`src/ip_pkg.sv`:
```
package ip_pkg;

  typedef logic [7:0]  ip_byte_t;   // One stream byte
  typedef logic [15:0] ip_word_t;   // Length, identification, checksum
  typedef logic [31:0] ip_addr_t;   // IPv4 address
  typedef logic [4:0]  hdr_off_t;   // Byte position inside the header

  // Fields in wire order, so the first header byte sits in the top bits
  typedef struct packed {
    logic [3:0]  version;
    logic [3:0]  ihl;
    logic [5:0]  dscp;
    logic [1:0]  ecn;
    ip_word_t    length;
    ip_word_t    identification;
    logic [2:0]  flags;
    logic [12:0] frag_offset;
    ip_byte_t    ttl;
    ip_byte_t    protocol;
    ip_word_t    checksum;
    ip_addr_t    src_addr;
    ip_addr_t    dst_addr;
  } ip_hdr_t;

  typedef struct packed {
    logic     last;  // Final byte of the datagram
    ip_byte_t data;
  } fifo_entry_t;

  localparam hdr_off_t IP_HDR_SIZE = 5'd20;

  // Header byte offsets
  localparam hdr_off_t IP_HDR_OFF_VER_IHL  = 5'd0;
  localparam hdr_off_t IP_HDR_OFF_TOS      = 5'd1;
  localparam hdr_off_t IP_HDR_OFF_TOT_LEN  = 5'd2;
  localparam hdr_off_t IP_HDR_OFF_ID       = 5'd4;
  localparam hdr_off_t IP_HDR_OFF_FLAG_OFF = 5'd6;
  localparam hdr_off_t IP_HDR_OFF_TTL      = 5'd8;
  localparam hdr_off_t IP_HDR_OFF_PROTOCOL = 5'd9;
  localparam hdr_off_t IP_HDR_OFF_CHECK    = 5'd10;
  localparam hdr_off_t IP_HDR_OFF_SADDR    = 5'd12;
  localparam hdr_off_t IP_HDR_OFF_DADDR    = 5'd16;

  localparam logic [3:0] IP_IHL_MIN = 4'd5;  // No options supported

  localparam int FIFO_DEPTH_LOG2 = 5;

  typedef enum logic [1:0] {
    PS_HDR,
    PS_PRESENT,
    PS_PAYLOAD,
    PS_DROP
  } rx_parse_state_t;

  typedef enum logic [1:0] {
    AS_WAIT_HDR,
    AS_WRITE_HDR,
    AS_PAYLOAD
  } rx_adapt_state_t;

endpackage
```
`src/ip_rx_top.sv`:
```
`timescale 1ns/1ps

module ip_rx_top
  import ip_pkg::*;
(
  input  logic        i_clk,
  input  logic        i_rst_n,
  input  logic        i_s_tvalid,
  input  ip_byte_t    i_s_tdata,
  input  logic        i_s_tlast,
  output logic        o_s_tready,
  input  logic        i_enable,
  input  logic        i_m_rd,
  output fifo_entry_t o_m_entry,
  output logic        o_m_empty_n,
  output ip_word_t    o_drop_count
);

  ip_hdr_t     hdr;
  logic        hdr_valid;
  logic        hdr_ready;
  ip_byte_t    pay_data;
  logic        pay_last;
  logic        pay_valid;
  logic        pay_ready;
  logic        wr_en;
  fifo_entry_t wr_entry;
  logic        full_n;

  ip_rx_parser parser0 (
    .i_clk        (i_clk),
    .i_rst_n      (i_rst_n),
    .i_s_tvalid   (i_s_tvalid),
    .i_s_tdata    (i_s_tdata),
    .i_s_tlast    (i_s_tlast),
    .o_s_tready   (o_s_tready),
    .o_hdr        (hdr),
    .o_hdr_valid  (hdr_valid),
    .i_hdr_ready  (hdr_ready),
    .o_pay_data   (pay_data),
    .o_pay_last   (pay_last),
    .o_pay_valid  (pay_valid),
    .i_pay_ready  (pay_ready),
    .o_drop_count (o_drop_count)
  );

  ip_rx_adapter adapter0 (
    .i_clk       (i_clk),
    .i_rst_n     (i_rst_n),
    .i_enable    (i_enable),
    .i_hdr       (hdr),
    .i_hdr_valid (hdr_valid),
    .o_hdr_ready (hdr_ready),
    .i_pay_data  (pay_data),
    .i_pay_last  (pay_last),
    .i_pay_valid (pay_valid),
    .o_pay_ready (pay_ready),
    .o_wr_en     (wr_en),
    .o_wr_entry  (wr_entry),
    .i_full_n    (full_n)
  );

  byte_fifo #(
    .DEPTH_LOG2 (FIFO_DEPTH_LOG2)
  ) fifo0 (
    .i_clk      (i_clk),
    .i_rst_n    (i_rst_n),
    .i_wr_en    (wr_en),
    .i_wr_entry (wr_entry),
    .o_full_n   (full_n),
    .i_rd       (i_m_rd),
    .o_rd_entry (o_m_entry),
    .o_empty_n  (o_m_empty_n)
  );

endmodule

```
`src/byte_fifo.sv`:
```
`timescale 1ns/1ps

module byte_fifo
  import ip_pkg::*;
#(
  parameter int DEPTH_LOG2 = FIFO_DEPTH_LOG2
) (
  input  logic        i_clk,
  input  logic        i_rst_n,
  input  logic        i_wr_en,
  input  fifo_entry_t i_wr_entry,
  output logic        o_full_n,
  input  logic        i_rd,
  output fifo_entry_t o_rd_entry,
  output logic        o_empty_n
);

  localparam int DEPTH = 2 ** DEPTH_LOG2;

  fifo_entry_t mem [DEPTH];

  // Extra top bit tells full from empty
  logic [DEPTH_LOG2:0] wr_ptr;
  logic [DEPTH_LOG2:0] rd_ptr;

  logic do_wr;
  logic do_rd;

  assign o_empty_n = (wr_ptr != rd_ptr);
  assign o_full_n  = !((wr_ptr[DEPTH_LOG2] != rd_ptr[DEPTH_LOG2]) &&
                       (wr_ptr[DEPTH_LOG2-1:0] == rd_ptr[DEPTH_LOG2-1:0]));

  assign do_wr = i_wr_en && o_full_n;
  assign do_rd = i_rd && o_empty_n;  // Read on empty is ignored

  always_ff @(posedge i_clk) begin
    if (do_wr) begin
      mem[wr_ptr[DEPTH_LOG2-1:0]] <= i_wr_entry;
    end
  end

  assign o_rd_entry = mem[rd_ptr[DEPTH_LOG2-1:0]];

  always_ff @(posedge i_clk or negedge i_rst_n) begin
    if (!i_rst_n) begin
      wr_ptr <= '0;
      rd_ptr <= '0;
    end else begin
      if (do_wr) begin
        wr_ptr <= wr_ptr + 1'b1;
      end
      if (do_rd) begin
        rd_ptr <= rd_ptr + 1'b1;
      end
    end
  end

endmodule

```
`src/ip_rx_adapter.sv`:
```
`timescale 1ns/1ps

module ip_rx_adapter
  import ip_pkg::*;
(
  input  logic        i_clk,
  input  logic        i_rst_n,
  input  logic        i_enable,
  input  ip_hdr_t     i_hdr,
  input  logic        i_hdr_valid,
  output logic        o_hdr_ready,
  input  ip_byte_t    i_pay_data,
  input  logic        i_pay_last,
  input  logic        i_pay_valid,
  output logic        o_pay_ready,
  output logic        o_wr_en,
  output fifo_entry_t o_wr_entry,
  input  logic        i_full_n
);

  rx_adapt_state_t state;
  hdr_off_t        offset;  // Next header byte to write
  ip_hdr_t         hdr_q;
  ip_byte_t        hdr_byte;

  always_comb begin
    case (offset)
      IP_HDR_OFF_VER_IHL:         hdr_byte = {hdr_q.version, hdr_q.ihl};
      IP_HDR_OFF_TOS:             hdr_byte = {hdr_q.dscp, hdr_q.ecn};
      IP_HDR_OFF_TOT_LEN:         hdr_byte = hdr_q.length[15:8];
      IP_HDR_OFF_TOT_LEN + 5'd1:  hdr_byte = hdr_q.length[7:0];
      IP_HDR_OFF_ID:              hdr_byte = hdr_q.identification[15:8];
      IP_HDR_OFF_ID + 5'd1:       hdr_byte = hdr_q.identification[7:0];
      IP_HDR_OFF_FLAG_OFF:        hdr_byte = {hdr_q.flags, hdr_q.frag_offset[12:8]};
      IP_HDR_OFF_FLAG_OFF + 5'd1: hdr_byte = hdr_q.frag_offset[7:0];
      IP_HDR_OFF_TTL:             hdr_byte = hdr_q.ttl;
      IP_HDR_OFF_PROTOCOL:        hdr_byte = hdr_q.protocol;
      IP_HDR_OFF_CHECK:           hdr_byte = hdr_q.checksum[15:8];
      IP_HDR_OFF_CHECK + 5'd1:    hdr_byte = hdr_q.checksum[7:0];
      IP_HDR_OFF_SADDR:           hdr_byte = hdr_q.src_addr[31:24];
      IP_HDR_OFF_SADDR + 5'd1:    hdr_byte = hdr_q.src_addr[23:16];
      IP_HDR_OFF_SADDR + 5'd2:    hdr_byte = hdr_q.src_addr[15:8];
      IP_HDR_OFF_SADDR + 5'd3:    hdr_byte = hdr_q.src_addr[7:0];
      IP_HDR_OFF_DADDR:           hdr_byte = hdr_q.dst_addr[31:24];
      IP_HDR_OFF_DADDR + 5'd1:    hdr_byte = hdr_q.dst_addr[23:16];
      IP_HDR_OFF_DADDR + 5'd2:    hdr_byte = hdr_q.dst_addr[15:8];
      IP_HDR_OFF_DADDR + 5'd3:    hdr_byte = hdr_q.dst_addr[7:0];
      default:                    hdr_byte = '0;
    endcase
  end

  // Nothing moves while disabled
  assign o_hdr_ready = i_enable && (state == AS_WAIT_HDR);
  assign o_pay_ready = i_enable && (state == AS_PAYLOAD) && i_full_n;

  always_comb begin
    o_wr_en = 1'b0;
    o_wr_entry.last = 1'b0;  // Header bytes never end a datagram
    o_wr_entry.data = hdr_byte;
    if (i_enable && i_full_n) begin
      if (state == AS_WRITE_HDR) begin
        o_wr_en = 1'b1;
      end else if (state == AS_PAYLOAD) begin
        o_wr_en = i_pay_valid;
      end
    end
    if (state == AS_PAYLOAD) begin
      o_wr_entry.last = i_pay_last;
      o_wr_entry.data = i_pay_data;
    end
  end

  always_ff @(posedge i_clk) begin
    if (i_hdr_valid && o_hdr_ready) begin
      hdr_q <= i_hdr;
    end
  end

  always_ff @(posedge i_clk or negedge i_rst_n) begin
    if (!i_rst_n) begin
      state  <= AS_WAIT_HDR;
      offset <= '0;
    end else if (!i_enable) begin
      state  <= AS_WAIT_HDR;
      offset <= '0;
    end else begin
      case (state)
        AS_WAIT_HDR: begin
          if (i_hdr_valid) begin
            offset <= '0;
            state  <= AS_WRITE_HDR;
          end
        end
        AS_WRITE_HDR: begin
          if (i_full_n) begin
            if (offset == IP_HDR_SIZE - 5'd1) begin
              offset <= '0;
              state  <= AS_PAYLOAD;
            end else begin
              offset <= offset + 5'd1;
            end
          end
        end
        AS_PAYLOAD: begin
          if (i_pay_valid && o_pay_ready && i_pay_last) begin
            state <= AS_WAIT_HDR;
          end
        end
        default: state <= AS_WAIT_HDR;
      endcase
    end
  end

endmodule

```
`src/ip_rx_parser.sv`:
```
`timescale 1ns/1ps

module ip_rx_parser
  import ip_pkg::*;
(
  input  logic     i_clk,
  input  logic     i_rst_n,
  input  logic     i_s_tvalid,
  input  ip_byte_t i_s_tdata,
  input  logic     i_s_tlast,
  output logic     o_s_tready,
  output ip_hdr_t  o_hdr,
  output logic     o_hdr_valid,
  input  logic     i_hdr_ready,
  output ip_byte_t o_pay_data,
  output logic     o_pay_last,
  output logic     o_pay_valid,
  input  logic     i_pay_ready,
  output ip_word_t o_drop_count
);

  rx_parse_state_t state;
  hdr_off_t        hdr_cnt;    // Header bytes taken so far
  ip_hdr_t         hdr_q;
  ip_word_t        csum;       // Running one's-complement sum
  ip_word_t        drop_count;

  ip_hdr_t     hdr_nxt;
  logic [16:0] sum_raw;
  ip_word_t    csum_nxt;
  logic        take_byte;
  logic        hdr_done;
  logic        hdr_good;

  always_comb begin
    hdr_nxt   = {hdr_q[$bits(ip_hdr_t)-9:0], i_s_tdata};
    // Previous byte is still in the low bits of hdr_q, forming the word
    sum_raw   = {1'b0, csum} + {1'b0, hdr_q[7:0], i_s_tdata};
    csum_nxt  = hdr_cnt[0] ? sum_raw[15:0] + {15'd0, sum_raw[16]} : csum;
    take_byte = (state == PS_HDR) && i_s_tvalid;
    hdr_done  = take_byte && (hdr_cnt == IP_HDR_SIZE - 5'd1);
    hdr_good  = (csum_nxt == 16'hFFFF) && (hdr_nxt.ihl == IP_IHL_MIN);
  end

  // Header shift register holds its value through PRESENT
  always_ff @(posedge i_clk) begin
    if (take_byte) begin
      hdr_q <= hdr_nxt;
    end
  end

  always_ff @(posedge i_clk or negedge i_rst_n) begin
    if (!i_rst_n) begin
      state      <= PS_HDR;
      hdr_cnt    <= '0;
      csum       <= '0;
      drop_count <= '0;
    end else begin
      case (state)
        PS_HDR: begin
          if (take_byte) begin
            if (i_s_tlast) begin
              // Runt datagram, nothing left to forward
              hdr_cnt    <= '0;
              csum       <= '0;
              drop_count <= drop_count + 16'd1;
            end else if (hdr_done) begin
              hdr_cnt <= '0;
              csum    <= '0;
              state   <= hdr_good ? PS_PRESENT : PS_DROP;
            end else begin
              hdr_cnt <= hdr_cnt + 5'd1;
              csum    <= csum_nxt;
            end
          end
        end
        PS_PRESENT: begin
          if (i_hdr_ready) begin
            state <= PS_PAYLOAD;
          end
        end
        PS_PAYLOAD: begin
          if (i_s_tvalid && i_pay_ready && i_s_tlast) begin
            state <= PS_HDR;
          end
        end
        PS_DROP: begin
          if (i_s_tvalid && i_s_tlast) begin
            drop_count <= drop_count + 16'd1;
            state      <= PS_HDR;
          end
        end
        default: state <= PS_HDR;
      endcase
    end
  end

  always_comb begin
    case (state)
      PS_HDR:     o_s_tready = 1'b1;
      PS_PAYLOAD: o_s_tready = i_pay_ready;
      PS_DROP:    o_s_tready = 1'b1;  // Discard at full rate
      default:    o_s_tready = 1'b0;
    endcase
  end

  assign o_hdr        = hdr_q;
  assign o_hdr_valid  = (state == PS_PRESENT);
  assign o_pay_data   = i_s_tdata;
  assign o_pay_last   = i_s_tlast;
  assign o_pay_valid  = (state == PS_PAYLOAD) && i_s_tvalid;
  assign o_drop_count = drop_count;

endmodule

```
`config.mk`:
```
export PLATFORM = sky130hd
export DESIGN_NAME = ip_rx_top
export DESIGN_NICKNAME = d
export VERILOG_FILES = /design/src/ip_pkg.sv /design/src/ip_rx_top.sv /design/src/byte_fifo.sv /design/src/ip_rx_adapter.sv /design/src/ip_rx_parser.sv
export SDC_FILE = /design/constraint.sdc
export NUM_CORES = 1
export LEC_CHECK = 0
export ABC_CLOCK_PERIOD_IN_PS = 21400
export BUFFER_PORTS_ARGS = -buffer_cell sky130_fd_sc_hd__buf_4
export CELL_PAD_IN_SITES_DETAIL_PLACEMENT = 1
export CELL_PAD_IN_SITES_GLOBAL_PLACEMENT = 1
export CORE_MARGIN = 3
export CORE_UTILIZATION = 27
export CTS_BUF_LIST = sky130_fd_sc_hd__clkbuf_4
export DETAILED_ROUTE_END_ITERATION = 7
export PLACE_DENSITY_LB_ADDON = 0.05
export SYNTH_ARGS = -nofsm -noshare
export SYNTH_HDL_FRONTEND = slang
export SYNTH_SLANG_ARGS = --single-unit
```
`constraint.sdc`:
```
create_clock -name i_clk -period 21.4 [get_ports i_clk]
set_clock_uncertainty 0.05 [all_clocks]
set_input_delay 4.28 -clock i_clk [delete_from_list [all_inputs] [get_ports i_clk]]
set_output_delay 4.28 -clock i_clk [all_outputs]
set_load 0.03 [all_outputs]
```
# --- Word-level counts from Yosys, hierarchy flattened ---
# Memory sizes are Yosys's and may differ from the RTL's.
# Index checks and enable logic that the tools add are counted.
totals:
  mem_bits_rw: 288
  memories: 1
  out_inout_bits: 27
  word_cells: 148
  regBits: 378
  inputBits: 14
mem_list:
  columns: ["memory", "depth", "word_bits", "read_ports", "rd_clocked_by_memory_dff", "wr", "line", "text"]
  rows:
  - ["fifo0.mem", 32, 9, 1, 0, 1, "byte_fifo.sv:20", "fifo_entry_t mem [DEPTH];"]
op_classes:
  n_eq_ne: 42
  addsub: 7
  muxes: 36
  reduce_logical: 28
ops:
  columns: ["cell", "n"]
  rows:
  - ["8-bit one-hot mux with 20 select lines", 1]
  - ["16-bit 2-to-1 mux", 6]
  - ["5-bit by 4-bit == test with 1-bit output, second input constant", 8]
  - ["16-bit one-hot mux with 2 select lines", 1]
  - ["5-bit 2-to-1 mux", 6]
  - ["5-bit == test, second input constant", 5]
  - ["2-bit 2-to-1 mux", 12]
  - ["5-bit by 3-bit == test with 1-bit output, second input constant", 4]
  - ["16-bit by 16-bit adder with 17-bit output", 1]
  - ["1-bit logical AND", 17]
  - ["16-bit by 1-bit adder with 16-bit output", 1]
  - ["16-bit by 1-bit adder with 16-bit output, second input constant", 1]
  - ["16-bit == test, second input constant", 1]
  - ["6-bit by 1-bit adder with 6-bit output, second input constant", 2]
  - ["5-bit by 1-bit adder with 5-bit output, second input constant", 2]
  - ["5-bit by 2-bit == test with 1-bit output, second input constant", 2]
  - ["5-bit one-hot mux with 2 select lines", 1]
  - ["9-bit 2-to-1 mux", 1]
  - ["3-bit inequality test, second input constant", 3]
  - ["2-bit by 1-bit inequality test with 1-bit output, second input constant", 4]
  - ["2-bit one-hot mux with 4 select lines", 1]
  - ["4-bit AND reduction", 2]
  - ["2-bit == test, second input constant", 3]
  - ["2-bit inequality test, second input constant", 3]
  - ["other kinds (19)", 25]

# --- Depth between registers and ports, before layout ---
depth:
  word_depth: 10
  depth_mapped: 22

# --- By module ---
# Synthesis repeated with hierarchy kept, for this count alone.
unflattened:
  cells_unflattened: 1496
  area_unflattened_um2: 26819.5
by_module_without_submodules:
  columns: ["module", "area_each_um2", "cells_per_inst", "instances"]
  rows:
  - ["byte_fifo", 11748.8, 516, 1]
  - ["ip_rx_parser", 8151.6, 547, 1]
  - ["ip_rx_adapter", 6919.1, 433, 1]

# --- Worst setup path before layout ---
# Ideal clock, no wire load.
synth_path:
  path_kind: "input -> register"
  from: "in i_enable"
  to: "reg adapter0.hdr_q[0] (netlist name) (enable)"
  cell_stages: 3
  path_slack_ps: 9540
  n_path_buf: 0
  t_required_ps: 20669
  arrival_time_ps: 11129
  setup_time_ps: 681
  cell_sequence: "nand2b_1 > nand2b_1 > nor2_1"
synth_via:
  elab_chain_len: 2
synth_lines:
  columns: ["item", "line", "text"]
  rows:
  - ["start: declaration", "ip_rx_top.sv:12", "input logic i_enable,"]
  - ["1-bit logical AND", "ip_rx_adapter.sv:53", "assign o_hdr_ready = i_enable && (state == AS_WAIT_HDR);"]
  - ["1-bit logical AND", "ip_rx_adapter.sv:74", "if (i_hdr_valid && o_hdr_ready) begin"]
  - ["end signal: assignment", "ip_rx_adapter.sv:75", "hdr_q <= i_hdr;"]
  - ["end: declaration", "ip_rx_adapter.sv:23", "ip_hdr_t hdr_q;"]
# Every way passes these cells.
# A chain may end at the register's enable or synchronous reset.

# --- Worst setup path in the final report ---
layout_path:
  from: "in i_enable"
  to: "out o_s_tready"
layout_via:
  elab_chain_len: 3
layout_lines:
  columns: ["item", "line", "text"]
  rows:
  - ["1-bit logical AND (2 in a row)", "ip_rx_adapter.sv:54", "assign o_pay_ready = i_enable && (state == AS_PAYLOAD) && i_full_n;"]
  - ["1-bit one-hot mux with 2 select lines", "ip_rx_parser.sv:99", "case (state)"]
  - ["end: declaration", "ip_rx_top.sv:11", "output logic o_s_tready,"]
# Every way passes these cells.

==> parameters.txt <==
Parameter                              Value

Outcome
  Outcome    finished clean

Synth
  Xor/xnor share of the synthesized area    0.0172
  Number of warnings printed during yosys synthesis    0
  Part of the Yosys area used for sequential elements    0.759
  Most used flip-flop cell after synthesis    edfxtp_1
  Number of distinct standard cells referenced by the synthesized netlist    65
  Net count after synthesis    1449
  Register bit total from synthesis    666
  Avg Cell Area, Syn    18.5 µm²
  Cells after Synth    1400
  Share of synthesized cell area in full adder, half adder and majority cells    0.0172
  Combinational family with the most area after synthesis    multiplexers
  Synth Area in Compound Gates    0.0587
  Mapped cell area    0.0260 mm²
  Post-synth EDFFs    608
  Proportion of synthesized flip-flops having asynchronous set or reset    0.0871
  Portion of netlist area occupied by mux cells    0.0848
  Fraction of the mapped netlist area in simple logic gates    0.0523

Setup path
  Most frequent CP cell    buf_4
  Req. time, crit path    17.07 ns
  Critical path class    in -> out
  Slowest stage cell on the critical path    a21oi_1
  Endpoint kind of the worst setup timing path    output port
  Highest net fanout along the worst path    8
  CP Data Arrival Time    4.96 ns
  Kind of cell adding the most delay to the critical path    buffers and inverters
  Chain of cells forming the critical path    buf_4 -> nand4_1 -> a21oi_1 -> buf_4
  Critical path's largest stage delay    0.26 ns
  Count of buffering cells on the critical path with inverters included    2
  Category of the worst setup path launch point    input pin

Global route
  Vias in the first global route    15191
  Aggregate global-route resource usage    0.148
  Maximum number of pins on one net before global-route repair    161
  Antenna violations before repair    2
  Global-route wire length before repair    105 mm
  Residual overflow from global routing    0

Die
  Area inside the core boundary    0.0952 mm²
  Top-Level Pins    41
  Die extent in x    316 µm
  Die Ht    316 µm
  Die Area    0.0999 mm²
  Count of standard-cell rows    113
  Initial core utilization    0.273

STA
  Period utilisation layout    0.434
  Setup-violating endpoint count in the final report    0
  Setup repair after global routing missed its margin    false
  Max Slew Vio Count    0
  Hold slack final    0.355 ns
  Post-route setup TNS    0 ns
  Transition time at the pin with the least slew margin    1.26 ns
  Tmin final    9.29 ns
  Max-slew headroom    0.157
  Number of hold-slack violations in the final timing report    0
  Highest clock rate    0.108 GHz

Finish
  Number of non-filler instances in the completed layout    3027
  Number of inserted filler cells in the final layout    9735
  Final-stage net count    1664
  Area Growth Syn to Fin    16.9%
  Fraction of final layout cells with drive strength greater than 1    0.281

CTS
  Clock insertion delay at the later pin of the skew report    1.01 ns
  Clock-pin slew reported for the worst setup and hold paths after clock tree synthesis    0.06 ns
  TritonCTS Buffers    187
  Clk buf depth    3
  Number of buffers inserted to repair setup after CTS    0
  Hold_buf cts    0
  Master cell of the clock root buffer    clkbuf_4
  H-tree Lvls    4
  TritonCTS sink count    666
  # resized after CTS    0
  Clock tree from TritonCTS    done

Detailed routing
  DRT iter0 DRCs    794
  Via count of the routed design    13929
  M1 WL    35.0 mm
  Total met3 wirelength after detailed routing    2.61 mm
  Sum of routed wire length over all layers    72.5 mm
  Vias per cell    4.60
  Detailed-router iteration count before antenna repair    4
  Highest metal layer with signal wires    met4
  Antenna Violating Nets Remaining    0
  WL/cell    23.9 µm
  DRC errors left    0
  Metal2 WL    33.2 mm

Pwr
  Internal portion of total power    0.00226 W
  Combinational fraction of design power    0.151
  Net switching component of the power    0.000834 W
  IR Drop Worst-Case VDD    44.8 µV
  Power per cell area    102 mW/mm²
  Total power    0.00310 W
  Clock network fraction of total power    0.376
  Leak Pwr    10.2 nW
  Fraction of power spent switching nets    0.269
  Flop pwr share    0.472

Placed design
  IO buf count    40
  Cell count after placement    2691
  DP HPWL    44.0 mm
  Gp weighted congestion    0.711

Flow run
  Maximum Capacitance Violations    0

Hold path
  Worst Hold Class    reg -> reg
## final cells by class
| class | count | area [µm²] | share of cell area |
|---|---|---|---|
| diodes | 5 | 12.5 | 0.000412 |
| clock buffers | 283 | 2120 | 0.0700 |
| clock inverters | 48 | 260 | 0.00857 |
| inverters | 21 | 83.8 | 0.00276 |
| multi-input cells | 663 | 5990 | 0.197 |
| flip-flops and latches | 666 | 19700 | 0.650 |
| well taps | 1265 | 1580 | 0.0521 |
| repair buffers | 76 | 583 | 0.0192 |
## worst register-to-register path, stage by stage (launching register included)
cell and delay, ns:
dfrtp_1 0.39, ha_1 0.20, inv_1 0.06, fa_1 0.40, nand2b_1 0.22, a211oi_4 0.43
o21a_1 0.27, o31ai_1 0.10, nand2_1 0.08, a21oi_1 0.06, nor2_1 0.08, o21ai_0 0.08
nand2b_1 0.13, ha_1 0.18, and3_1 0.22, o311a_1 0.18, nand4_1 0.22, nor4_1 0.40
nand3_1 0.15, xnor2_1 0.16, a211o_1 0.29, a2111oi_2 0.23, a21oi_1 0.11
## metrics by stage
| step | utilization | instance area [µm²] | worst slack, ns |
|---|---|---|---|
| after floorplan | - | 26000 | 9.54 |
| after global placement | 0.294 | 28000 | 12.09 |
| after detailed placement | 0.294 | 28000 | 12.06 |
| after CTS | 0.319 | 30300 | 12.06 |
| after global routing | 0.319 | 30300 | 12.01 |
| final | 0.319 | 30400 | 12.11 |
## kinds of logic after synthesis
logic type               Yosys count
AO/OA/AOI/OAI                    204
XOR/XNOR                          51
adder cells (fa/ha/maj)           35
buffers and inverters             71
flip-flops                       666
multiplexers                     106
AND/OR/NAND/NOR                  267
## synthesized netlist by cell type, types with 5 or more instances
cell type	n	area, µm²
nor3b_1	8	60.1
mux4_2	90	2030
nor2_1	73	274
nor2b_1	6	37.5
a31oi_1	5	31.3
edfxtp_1	608	18300
buf_1	15	56.3
a22o_1	40	350
mux2i_1	5	50.1
o31ai_1	5	37.5
nor4_1	5	31.3
nand4_1	21	131
inv_1	21	78.8
nand3b_1	5	37.5
a22oi_1	25	188
a21o_1	5	37.5
ha_1	34	425
xnor2_1	31	272
nand2b_1	13	81.3
a21oi_1	26	130
o21ai_0	35	175
clkbuf_1	33	124
nor3_1	16	80.1
a221oi_1	29	254
nand3_1	21	105
dfrtp_1	58	1450
and3_1	21	131
nand2_1	55	206
mux2_2	11	124
xor2_1	20	175
## power by group through the flow
stage	registers, W	logic (W)	clock network, W
after CTS	0.00147	0.000484	0.00123
after detailed placement	0.00149	0.000483	0
after global routing	0.00147	0.000496	0.00129
after global placement	0.00149	0.000482	0
final	0.00146	0.000469	0.00117
after floorplan	0.00144	0.000346	0
## placed cells by master (no fill, tap or decap), types with 13 or more instances in the layout
cell type	synthesis	final
nand2_1	55	55
nand2b_1	13	13
dfrtp_1	58	56
inv_1	21	20
nand3_1	21	21
a22oi_1	25	25
xor2_1	20	20
and3_1	21	21
a22o_1	40	40
a21oi_1	26	26
nor3_1	16	16
a221oi_1	29	29
clkbuf_4	0	283
buf_4	1	75
xnor2_1	31	31
nand4_1	21	21
mux4_2	90	90
clkinv_1	0	34
o21ai_0	35	35
nor2_1	73	71
edfxtp_1	608	608
ha_1	34	34
## sequential cells by signal, indices dropped and copies added, names as in the netlist, 5 cells and up
signal	count
fifo0.rd_ptr	6
fifo0.wr_ptr	6
parser0.hdr_cnt	5
fifo0.mem	288
parser0.csum	16
parser0.o_drop_count	16
adapter0.hdr_q	160
parser0.o_hdr	160
adapter0.offset	5
## path summary, 6_finish.rpt
path / endpoint / startpoint / cells past startpoint / slack, ns
min reg2reg: adapter0.hdr_q[156] / parser0.o_hdr[156] / 0 / 0.36
min: adapter0.hdr_q[156] / parser0.o_hdr[156] / 0 / 0.36
min in group asynchronous: fifo0.rd_ptr[2] / i_rst_n / 1 / 3.31
max in group asynchronous: fifo0.rd_ptr[0] / i_rst_n / 1 / 17.34
max reg2reg: parser0.state[1] / parser0.csum[0] / 22 / 16.56
max: o_s_tready / i_enable / 4 / 12.11
## layer usage
layer,up-vias,GRT usage
met4,0,0.0551
li1,6235,-
met3,135,0.0317
met2,272,0.225
met5,-,0
met1,7287,0.208
No activity file was read; power rests on OpenSTA's default activity.
